[src/source/panel_params_pkg.sv]
/*
 * panel geometry, bit plane count and scan timing constants
 */
package panel_params_pkg;

    // panel geometry, top and bottom halves are scanned together
    localparam int panel_width = 16;
    localparam int panel_height = 8;
    localparam int panel_halfheight = 4;

    // colour depth, also the number of bit planes
    localparam int channel_bits = 4;

    // address widths
    localparam int column_bits = 4;
    localparam int row_bits = 2;
    // row sits above column in the RAM address
    localparam int ram_address_bits = 6;

    // lit time of plane 0, doubles for each higher plane
    localparam int oe_base_cycles = 8;

    // framebuffer fetch window
    localparam int fetch_cycles = 3;
    // window count at which the read word is valid
    localparam int capture_count = 2;

endpackage
[src/source/panel_types_pkg.sv]
/*
 * pixel, RAM word, host write and panel output structs
 */
package panel_types_pkg;

    // one pixel, 4 bits per channel
    typedef struct packed {
        logic [panel_params_pkg::channel_bits-1:0] red;
        logic [panel_params_pkg::channel_bits-1:0] green;
        logic [panel_params_pkg::channel_bits-1:0] blue;
    } rgb_pixel_t;

    // one RAM word, bottom half pixel in the upper bits
    typedef struct packed {
        rgb_pixel_t bottom;
        rgb_pixel_t top;
    } pixel_pair_t;

    // host write payload, held stable while req is high
    typedef struct packed {
        logic [panel_params_pkg::ram_address_bits-1:0] ram_address;
        pixel_pair_t pixels;
    } host_write_t;

    // HUB75 colour lines, 1 for top half and 2 for bottom half
    typedef struct packed {
        logic r1;
        logic g1;
        logic b1;
        logic r2;
        logic g2;
        logic b2;
    } panel_data_t;

    // everything that goes to the panel connector
    typedef struct packed {
        panel_data_t data;
        logic panel_clk;
        logic latch;
        logic oe_n;
        logic [panel_params_pkg::row_bits-1:0] row_address;
    } hub75_out_t;

endpackage

[src/source/hub75_top.sv]
/*
 * HUB75 panel driver top, scan controller with framebuffer
 * RAM, fetch and pixel shifter
 */
`timescale 1ns/1ps
module hub75_top (
    input logic clk_in,
    input logic reset,

    input logic host_req,
    input panel_types_pkg::host_write_t host_write,
    output logic host_ack,

    output panel_types_pkg::hub75_out_t panel
);

    logic [panel_params_pkg::column_bits-1:0] column_address;
    logic [panel_params_pkg::row_bits-1:0] row_address;
    logic [1:0] bit_plane;
    logic pixel_load_start;
    logic pixel_ready;
    logic shift_done;
    logic latch;
    logic oe_n;

    logic [panel_params_pkg::ram_address_bits-1:0] ram_address;
    logic ram_clk_enable;
    panel_types_pkg::pixel_pair_t ram_data;
    panel_types_pkg::pixel_pair_t pixel_pair;

    panel_types_pkg::panel_data_t panel_data;
    logic panel_clk;

    scan_control u_scan_control (
        .clk_in (clk_in),
        .reset (reset),
        .pixel_ready (pixel_ready),
        .shift_done (shift_done),
        .column_address (column_address),
        .row_address (row_address),
        .bit_plane (bit_plane),
        .pixel_load_start (pixel_load_start),
        .latch (latch),
        .oe_n (oe_n)
    );

    framebuffer_ram u_framebuffer_ram (
        .clk_in (clk_in),
        .reset (reset),
        .host_req (host_req),
        .host_write (host_write),
        .host_ack (host_ack),
        .ram_address (ram_address),
        .ram_clk_enable (ram_clk_enable),
        .ram_data (ram_data)
    );

    framebuffer_fetch u_framebuffer_fetch (
        .clk_in (clk_in),
        .reset (reset),
        .column_address (column_address),
        .row_address (row_address),
        .pixel_load_start (pixel_load_start),
        .ram_data (ram_data),
        .ram_address (ram_address),
        .ram_clk_enable (ram_clk_enable),
        .pixel_pair (pixel_pair),
        .pixel_ready (pixel_ready)
    );

    pixel_shifter u_pixel_shifter (
        .clk_in (clk_in),
        .reset (reset),
        .pixel_ready (pixel_ready),
        .pixel_pair (pixel_pair),
        .bit_plane (bit_plane),
        .panel_data (panel_data),
        .panel_clk (panel_clk),
        .shift_done (shift_done)
    );

    // connector pins
    assign panel = '{
        data: panel_data,
        panel_clk: panel_clk,
        latch: latch,
        oe_n: oe_n,
        row_address: row_address
    };

endmodule

[src/source/scan_control.sv]
/*
 * scan sequencer over columns, bit planes and rows,
 * drives fetch start, latch, output enable and row address
 */
`timescale 1ns/1ps
module scan_control (
    input logic clk_in,
    input logic reset,

    input logic pixel_ready,
    input logic shift_done,

    output logic [panel_params_pkg::column_bits-1:0] column_address,
    output logic [panel_params_pkg::row_bits-1:0] row_address,
    output logic [1:0] bit_plane,
    output logic pixel_load_start,
    output logic latch,
    output logic oe_n
);

    typedef enum logic [2:0] {
        st_fetch,
        st_wait_fetch,
        st_wait_shift,
        st_latch,
        st_display,
        st_advance
    } scan_state_t;

    // sized for the longest lit time, the highest plane
    typedef logic [$clog2(panel_params_pkg::oe_base_cycles <<
                          (panel_params_pkg::channel_bits - 1))-1:0] display_count_t;

    scan_state_t state;
    display_count_t display_count;

    logic last_column;
    logic last_plane;
    logic last_row;

    assign last_column = (int'(column_address) == panel_params_pkg::panel_width - 1);
    assign last_plane = (int'(bit_plane) == panel_params_pkg::channel_bits - 1);
    assign last_row = (int'(row_address) == panel_params_pkg::panel_halfheight - 1);

    always_ff @(posedge clk_in) begin
        if (reset) begin
            state <= st_fetch;
            column_address <= '0;
            row_address <= '0;
            bit_plane <= 2'd0;
            display_count <= '0;
            pixel_load_start <= 1'b0;
            latch <= 1'b0;
            oe_n <= 1'b1;
        end else begin
            pixel_load_start <= 1'b0;
            latch <= 1'b0;
            case (state)
                st_fetch: begin
                    // first column after reset
                    pixel_load_start <= 1'b1;
                    state <= st_wait_fetch;
                end
                st_wait_fetch: begin
                    if (pixel_ready) begin
                        state <= st_wait_shift;
                    end
                end
                st_wait_shift: begin
                    if (shift_done) begin
                        if (last_column) begin
                            latch <= 1'b1;
                            state <= st_latch;
                        end else begin
                            // start the next column right away
                            column_address <= column_address + 1'b1;
                            pixel_load_start <= 1'b1;
                            state <= st_wait_fetch;
                        end
                    end
                end
                st_latch: begin
                    // light the row, weighted by plane
                    oe_n <= 1'b0;
                    display_count <= display_count_t'(
                        (panel_params_pkg::oe_base_cycles << bit_plane) - 1);
                    state <= st_display;
                end
                st_display: begin
                    if (display_count == '0) begin
                        oe_n <= 1'b1;
                        state <= st_advance;
                    end else begin
                        display_count <= display_count - 1'b1;
                    end
                end
                st_advance: begin
                    // blanked here, safe to move the row
                    if (last_plane) begin
                        bit_plane <= 2'd0;
                        if (last_row) begin
                            row_address <= '0;
                        end else begin
                            row_address <= row_address + 1'b1;
                        end
                    end else begin
                        bit_plane <= bit_plane + 1'b1;
                    end
                    column_address <= '0;
                    pixel_load_start <= 1'b1;
                    state <= st_wait_fetch;
                end
                default: begin
                    state <= st_fetch;
                end
            endcase
        end
    end

endmodule

[src/source/pixel_shifter.sv]
/*
 * bit plane select of the top/bottom pixel pair and
 * one panel clock pulse per column
 */
`timescale 1ns/1ps
module pixel_shifter (
    input logic clk_in,
    input logic reset,

    input logic pixel_ready,
    input panel_types_pkg::pixel_pair_t pixel_pair,
    input logic [1:0] bit_plane,

    output panel_types_pkg::panel_data_t panel_data,
    output logic panel_clk,
    output logic shift_done
);

    typedef enum logic [1:0] {
        st_idle,
        st_setup,
        st_clock
    } shift_state_t;

    shift_state_t state;

    always_ff @(posedge clk_in) begin
        if (reset) begin
            state <= st_idle;
            panel_data <= '0;
            panel_clk <= 1'b0;
            shift_done <= 1'b0;
        end else begin
            case (state)
                st_idle: begin
                    if (pixel_ready) begin
                        // current plane bit of every channel
                        panel_data.r1 <= pixel_pair.top.red[bit_plane];
                        panel_data.g1 <= pixel_pair.top.green[bit_plane];
                        panel_data.b1 <= pixel_pair.top.blue[bit_plane];
                        panel_data.r2 <= pixel_pair.bottom.red[bit_plane];
                        panel_data.g2 <= pixel_pair.bottom.green[bit_plane];
                        panel_data.b2 <= pixel_pair.bottom.blue[bit_plane];
                        state <= st_setup;
                    end
                end
                st_setup: begin
                    // data has had a full cycle of setup before the rising edge
                    panel_clk <= 1'b1;
                    // done flags the clock cycle so the next fetch follows directly
                    shift_done <= 1'b1;
                    state <= st_clock;
                end
                st_clock: begin
                    panel_clk <= 1'b0;
                    shift_done <= 1'b0;
                    state <= st_idle;
                end
                default: begin
                    state <= st_idle;
                end
            endcase
        end
    end

endmodule

[src/source/framebuffer_fetch.sv]
/*
 * timed RAM read of one pixel pair per column,
 * capture of the top/bottom pair and ready pulse
 */
`timescale 1ns/1ps
module framebuffer_fetch (
    input logic clk_in,
    input logic reset,

    input logic [panel_params_pkg::column_bits-1:0] column_address,
    input logic [panel_params_pkg::row_bits-1:0] row_address,
    input logic pixel_load_start,

    // RAM read port
    input panel_types_pkg::pixel_pair_t ram_data,
    output logic [panel_params_pkg::ram_address_bits-1:0] ram_address,
    output logic ram_clk_enable,

    output panel_types_pkg::pixel_pair_t pixel_pair,
    output logic pixel_ready
);

    // counts down through the read window, zero when idle
    logic [1:0] window_count;

    // address is held steady by the controller for the whole window
    assign ram_address = {row_address, column_address};

    assign ram_clk_enable = (window_count != 2'd0);

    always_ff @(posedge clk_in) begin
        if (reset) begin
            window_count <= 2'd0;
        end else begin
            if (pixel_load_start) begin
                window_count <= 2'(panel_params_pkg::fetch_cycles);
            end else if (window_count != 2'd0) begin
                window_count <= window_count - 1'b1;
            end
        end
    end

    // ready goes high together with the captured pair
    always_ff @(posedge clk_in) begin
        if (reset) begin
            pixel_ready <= 1'b0;
        end else begin
            pixel_ready <= (window_count == 2'(panel_params_pkg::capture_count));
        end
    end

    // registered read data is valid at this point of the window
    always_ff @(posedge clk_in) begin
        if (window_count == 2'(panel_params_pkg::capture_count)) begin
            pixel_pair <= ram_data;
        end
    end

endmodule

[src/source/framebuffer_ram.sv]
/*
 * framebuffer memory, host write port with req/ack handshake,
 * clock-enabled registered read port for the scan side
 */
`timescale 1ns/1ps
module framebuffer_ram (
    input logic clk_in,
    input logic reset,

    // host side
    input logic host_req,
    input panel_types_pkg::host_write_t host_write,
    output logic host_ack,

    // scan side
    input logic [panel_params_pkg::ram_address_bits-1:0] ram_address,
    input logic ram_clk_enable,
    output panel_types_pkg::pixel_pair_t ram_data
);

    // one word per column and scan row
    panel_types_pkg::pixel_pair_t mem [panel_params_pkg::panel_width *
                                       panel_params_pkg::panel_halfheight];

    // write port and ack state
    always_ff @(posedge clk_in) begin
        if (reset) begin
            host_ack <= 1'b0;
        end else begin
            if (host_req && !host_ack) begin
                // new request, write once and acknowledge
                mem[host_write.ram_address] <= host_write.pixels;
                host_ack <= 1'b1;
            end else if (!host_req && host_ack) begin
                host_ack <= 1'b0;
            end
        end
    end

    // read port, data one cycle after the enabled read
    always_ff @(posedge clk_in) begin
        if (ram_clk_enable) begin
            ram_data <= mem[ram_address];
        end
    end

endmodule

[config.mk]
export PLATFORM = sky130hd
export DESIGN_NAME = hub75_top
export DESIGN_NICKNAME = d
export VERILOG_FILES = /design/src/source/panel_params_pkg.sv /design/src/source/panel_types_pkg.sv /design/src/source/hub75_top.sv /design/src/source/scan_control.sv /design/src/source/pixel_shifter.sv /design/src/source/framebuffer_fetch.sv /design/src/source/framebuffer_ram.sv
export SDC_FILE = /design/constraint.sdc
export NUM_CORES = 1
export LEC_CHECK = 0
export BUFFER_PORTS_ARGS = -buffer_cell sky130_fd_sc_hd__buf_2
export CAP_MARGIN = 20
export CELL_PAD_IN_SITES_DETAIL_PLACEMENT = 1
export CELL_PAD_IN_SITES_GLOBAL_PLACEMENT = 1
export CORE_AREA = 8 8 428 305
export DETAILED_ROUTE_END_ITERATION = 8
export DIE_AREA = 0 0 436 313
export PLACE_DENSITY = 0.85
export SLEW_MARGIN = 20
export SYNTH_ARGS = -nofsm -noshare
export SYNTH_HDL_FRONTEND = slang
export SYNTH_SLANG_ARGS = --single-unit
export TNS_END_PERCENT = 20
[constraint.sdc]
create_clock -name clk_in -period 4.5 [get_ports clk_in]
set_input_delay 0.9 -clock clk_in [delete_from_list [all_inputs] [get_ports clk_in]]
set_output_delay 0.9 -clock clk_in [all_outputs]
set_load 0.02 [all_outputs]
==> impl_summary.log <==
INFO  metric max-cap-violations = 0
INFO  metric reg2regPathDepth = 6
INFO  metric drt_iter0_markers = 5853
INFO  metric reg2reg_to = u_framebuffer_ram.ram_data[0]$_DFFE_PP_
INFO  metric worstSkewPairLatency = 0.80 ns
INFO  metric dieWidth = 436 µm
INFO  metric clock_path_buffers = 3
INFO  metric synth_seq_cells = 1617
INFO  metric floorplan.initialDensity = 50.4%
INFO  metric top_cells_by_instance_count_after_synthesis = 1584 x sky130_fd_sc_hd__edfxtp_1, 268 x sky130_fd_sc_hd__mux2i_1, 256 x sky130_fd_sc_hd__mux4_2, 129 x sky130_fd_sc_hd__nor2_1, 124 x sky130_fd_sc_hd__o22ai_1
INFO  metric antenna_violations_before_repair = 22
INFO  metric hold_viol_final = 0
INFO  metric timing.critical_path.arrival = 4.33 ns
INFO  metric worst_clock_skew = 0.0388 ns
INFO  metric global_route.usage.total = 27.3%
INFO  metric syn_to_final_growth = 11.3%
INFO  metric core_area = 124000 µm²
INFO  metric cp.required = 5.11 ns
INFO  metric timing.final.crit_period = 3.72 ns
INFO  metric hold_path_class = register to register
INFO  metric port_bufs = 44
INFO  metric max_freq = 0.269 GHz
INFO  metric crit_end = u_framebuffer_ram.ram_data[0]$_DFFE_PP_
INFO  metric maximum_number_of_pins_on_one_net_before_global_route_repair = 98
INFO  metric cts_post_setup_buffers_inserted = 0
INFO  metric finalPower = 30.3 mW
INFO  metric post_cts_resize_count = 0
INFO  metric final-setup-viol-count = 0
INFO  metric synth.avg_cell_area = 20.9 µm²
INFO  metric synth.yosys.seq_area_share = 77.0%
INFO  metric multi_input_area = 13300 µm²
INFO  metric worstReg2RegStart = u_scan_control.column_address[3]$_SDFFE_PP0P_
INFO  metric synth.top_cells.by_area = sky130_fd_sc_hd__edfxtp_1 76%, sky130_fd_sc_hd__mux4_2 9.2%, sky130_fd_sc_hd__mux2i_1 4.3%
INFO  metric max_slew_violation_count = 0
INFO  metric synth_warnings = 0
INFO  metric synth.top_cell.area_share = 76.0%
INFO  metric cpMaxStageDelayCell = sky130_fd_sc_hd__nor4b_1
INFO  metric cts_made_buffers = 144
INFO  metric yosys.cell_types.count = 67
INFO  metric die_h = 313 µm
INFO  metric synthesis.nets = 3048
INFO  metric crit_path_end_kind = register
INFO  metric outcome = finished clean
INFO  metric ys_dominant_reg_cell = sky130_fd_sc_hd__edfxtp_1
INFO  metric netlist_area = 62600 µm²
INFO  metric slew_worst_pin = 1.30 ns
INFO  metric weighted_congestion_at_the_end_of_routability_driven_global_placement = 0.940
INFO  metric fin_tns_setup = 0 ns
INFO  metric clkSlewWorstSetupHoldPaths = 0.07 ns
INFO  metric critPathLaunch = u_scan_control.column_address[3]$_SDFFE_PP0P_
INFO  metric detailed_place_hpwl = 112000 µm
INFO  metric netlist.top_cell.by_area = sky130_fd_sc_hd__edfxtp_1
INFO  metric start_kind = register
INFO  metric final_area = 69700 µm²
INFO  metric routed_wl = 191000 µm
INFO  metric dpl_worst_slack = 0.798 ns
INFO  metric fill_cells = 10700
INFO  metric detailed_place.area = 65000 µm²
INFO  metric timing.reg2reg.setup_slack = 0.78 ns
INFO  metric layout.nets = 3206
INFO  metric clock-root-buffer = sky130_fd_sc_hd__clkbuf_16
INFO  metric grt_setup_unrepaired = no
INFO  metric post_cts_hold_buffer_count = 0
INFO  metric drcViolationCount = 0
INFO  metric ant_nets = 0
INFO  metric cts.htree.levels = 4
INFO  metric min_period_over_period = 82.7%
INFO  metric async_reset_ff_share = 0%
INFO  metric power-per-cell-area = 435 nW/µm²
INFO  metric top_level_i_o_count = 45
INFO  metric cts.sinks = 1617
INFO  metric routedWlPerCell = 38.6 µm
INFO  metric cpPeakStageDelay = 0.85 ns
INFO  metric syn-instance-count = 3001
INFO  metric slew_headroom = 12.7%
INFO  metric worst-setup-path-type = register to register
INFO  metric drive_above_1_share = 23.6%
INFO  metric cp_cell_sequence = buf_4 > nand4bb_1 > o22ai_1 > nor2_1 > nor4b_1 > nor4b_2
INFO  metric finalWorstSetupSlack = 0.777 ns
INFO  metric power.leakage = 20.9 nW
INFO  metric vias = 33800
INFO  metric grt_pass1_vias = 34200
INFO  metric num_rows = 109
INFO  metric avgViaCountPerCell = 6.83
INFO  metric die_area = 136000 µm²
INFO  metric synth_most_common_cell = sky130_fd_sc_hd__edfxtp_1
INFO  metric detailedRoute.firstPassIterationCount = 5
INFO  metric crit_path_max_fanout = 27
INFO  metric overflow = 0
INFO  metric area.sequential = 48200 µm²
INFO  metric synth_edf_count = 1584
INFO  metric clock_tree_from_tritoncts = yes
INFO  metric irDropWorstVdd = 0.470 mV
INFO  metric grt_first_pass_wirelength = 266000 µm
how the worst min path moves through the flow:
stage / start / end / slack (ns) / depth (start not counted)
4_1_cts: u_framebuffer_ram.ram_data[11]$_DFFE_PP_ / u_framebuffer_fetch.pixel_pair[11]$_DFFE_PP_ / 0.43 / 0
5_1_grt: u_framebuffer_ram.ram_data[11]$_DFFE_PP_ / u_framebuffer_fetch.pixel_pair[11]$_DFFE_PP_ / 0.43 / 0
3_3_place_gp: u_framebuffer_ram.ram_data[11]$_DFFE_PP_ / u_framebuffer_fetch.pixel_pair[11]$_DFFE_PP_ / 0.40 / 0
2_1_floorplan: u_framebuffer_ram.ram_data[0]$_DFFE_PP_ / u_framebuffer_fetch.pixel_pair[0]$_DFFE_PP_ / 0.40 / 0
3_5_place_dp: u_framebuffer_ram.ram_data[18]$_DFFE_PP_ / u_framebuffer_fetch.pixel_pair[18]$_DFFE_PP_ / 0.41 / 0
6_report: u_framebuffer_ram.ram_data[0]$_DFFE_PP_ / u_framebuffer_fetch.pixel_pair[0]$_DFFE_PP_ / 0.43 / 0
registers in the layout (all words and copies together) (netlist names), 2 cells and up:
| signal | flops |
|---|---|
| u_framebuffer_ram.mem | 1536 |
| u_framebuffer_fetch.pixel_pair | 24 |
| u_framebuffer_ram.ram_data | 24 |
| u_pixel_shifter.panel_data | 6 |
| u_scan_control.display_count | 6 |
| u_scan_control.column_address | 4 |
| u_scan_control.state | 3 |
| u_framebuffer_fetch.window_count | 2 |
| u_pixel_shifter.state | 2 |
| u_scan_control.bit_plane | 2 |
| u_scan_control.row_address | 2 |
per-stage QoR:
stage,util [%],instances,hold slack (ns)
floorplan,-,3001,0.400
global placement,52.3,4676,0.401
detailed placement,52.3,4676,0.406
CTS,56.0,4936,0.425
global route,56.0,4942,0.427
finish,56.0,4947,0.432
worst max-delay path, delay by kind of cell (launching register included):
kind	cells	cell delay [ns]
AO/OA/AOI/OAI	1	0.41
AND/OR/NAND/NOR	4	2.22
flip-flops	1	0.56
buffers and inverters	1	0.32
final cells by class:
type	instances	share of cell area, %
flip-flops and latches	1617	69.2
multi-input cells	1198	19.0
clock buffers	178	5.41
well taps	1665	2.99
repair buffers	187	2.11
clock inverters	82	1.17
inverters	11	0.0592
diodes	9	0.0323
logic make-up (layout without fill, tap and decap cells):
logic type	count (synthesis)	count (layout)	synth area share (%)
AOI/OAI and AO/OA	317	317	3.54
xor gates and xnor gates	6	6	0.0839
adders and majority gates	14	14	0.280
buffers and inverters	186	458	2.14
DFF	1617	1617	77.0
muxes	538	538	13.7
other	0	9	0
and+or+nand+nor	323	323	3.21
routing by layer:
metal | wire length (µm) | part of all wire (%) | global-route usage (%)
met4 | 7320 | 3.8 | 9.69
met2 | 86300 | 45 | 41.4
met1 | 69500 | 36 | 36.7
met3 | 27600 | 14 | 10.0
met5 | 57 | 0.030 | 0
placed cells by master, fill, tap and decap left out, types with 13 or more instances in the layout:
master                      count
sky130_fd_sc_hd__a21oi_1       39
sky130_fd_sc_hd__a221oi_1      24
sky130_fd_sc_hd__a22o_1        17
sky130_fd_sc_hd__a22oi_1       59
sky130_fd_sc_hd__buf_12        13
sky130_fd_sc_hd__buf_2         39
sky130_fd_sc_hd__buf_4        134
sky130_fd_sc_hd__clkbuf_1      31
sky130_fd_sc_hd__clkbuf_16    145
sky130_fd_sc_hd__clkinv_1      34
sky130_fd_sc_hd__clkinv_2      19
sky130_fd_sc_hd__dfxtp_1       29
sky130_fd_sc_hd__edfxtp_1    1584
sky130_fd_sc_hd__ha_1          13
sky130_fd_sc_hd__mux2_2        14
sky130_fd_sc_hd__mux2i_1      268
sky130_fd_sc_hd__mux4_2       256
sky130_fd_sc_hd__nand2_1       32
sky130_fd_sc_hd__nand3_1       20
sky130_fd_sc_hd__nor2_1        67
sky130_fd_sc_hd__nor2_2        64
sky130_fd_sc_hd__nor3_1        22
sky130_fd_sc_hd__nor4b_2       17
sky130_fd_sc_hd__o221ai_1      17
sky130_fd_sc_hd__o22ai_1      124
report_power, final:
group	switching (mW)	total (mW)	leakage [nW]	internal, mW
combinational	0.698	0.881	4.12	0.182
sequential	0.126	16.9	14.5	16.8
clock	5.87	12.5	2.22	6.62
total	6.69	30.3	20.9	23.6
No activity file was read; power rests on OpenSTA's default activity.
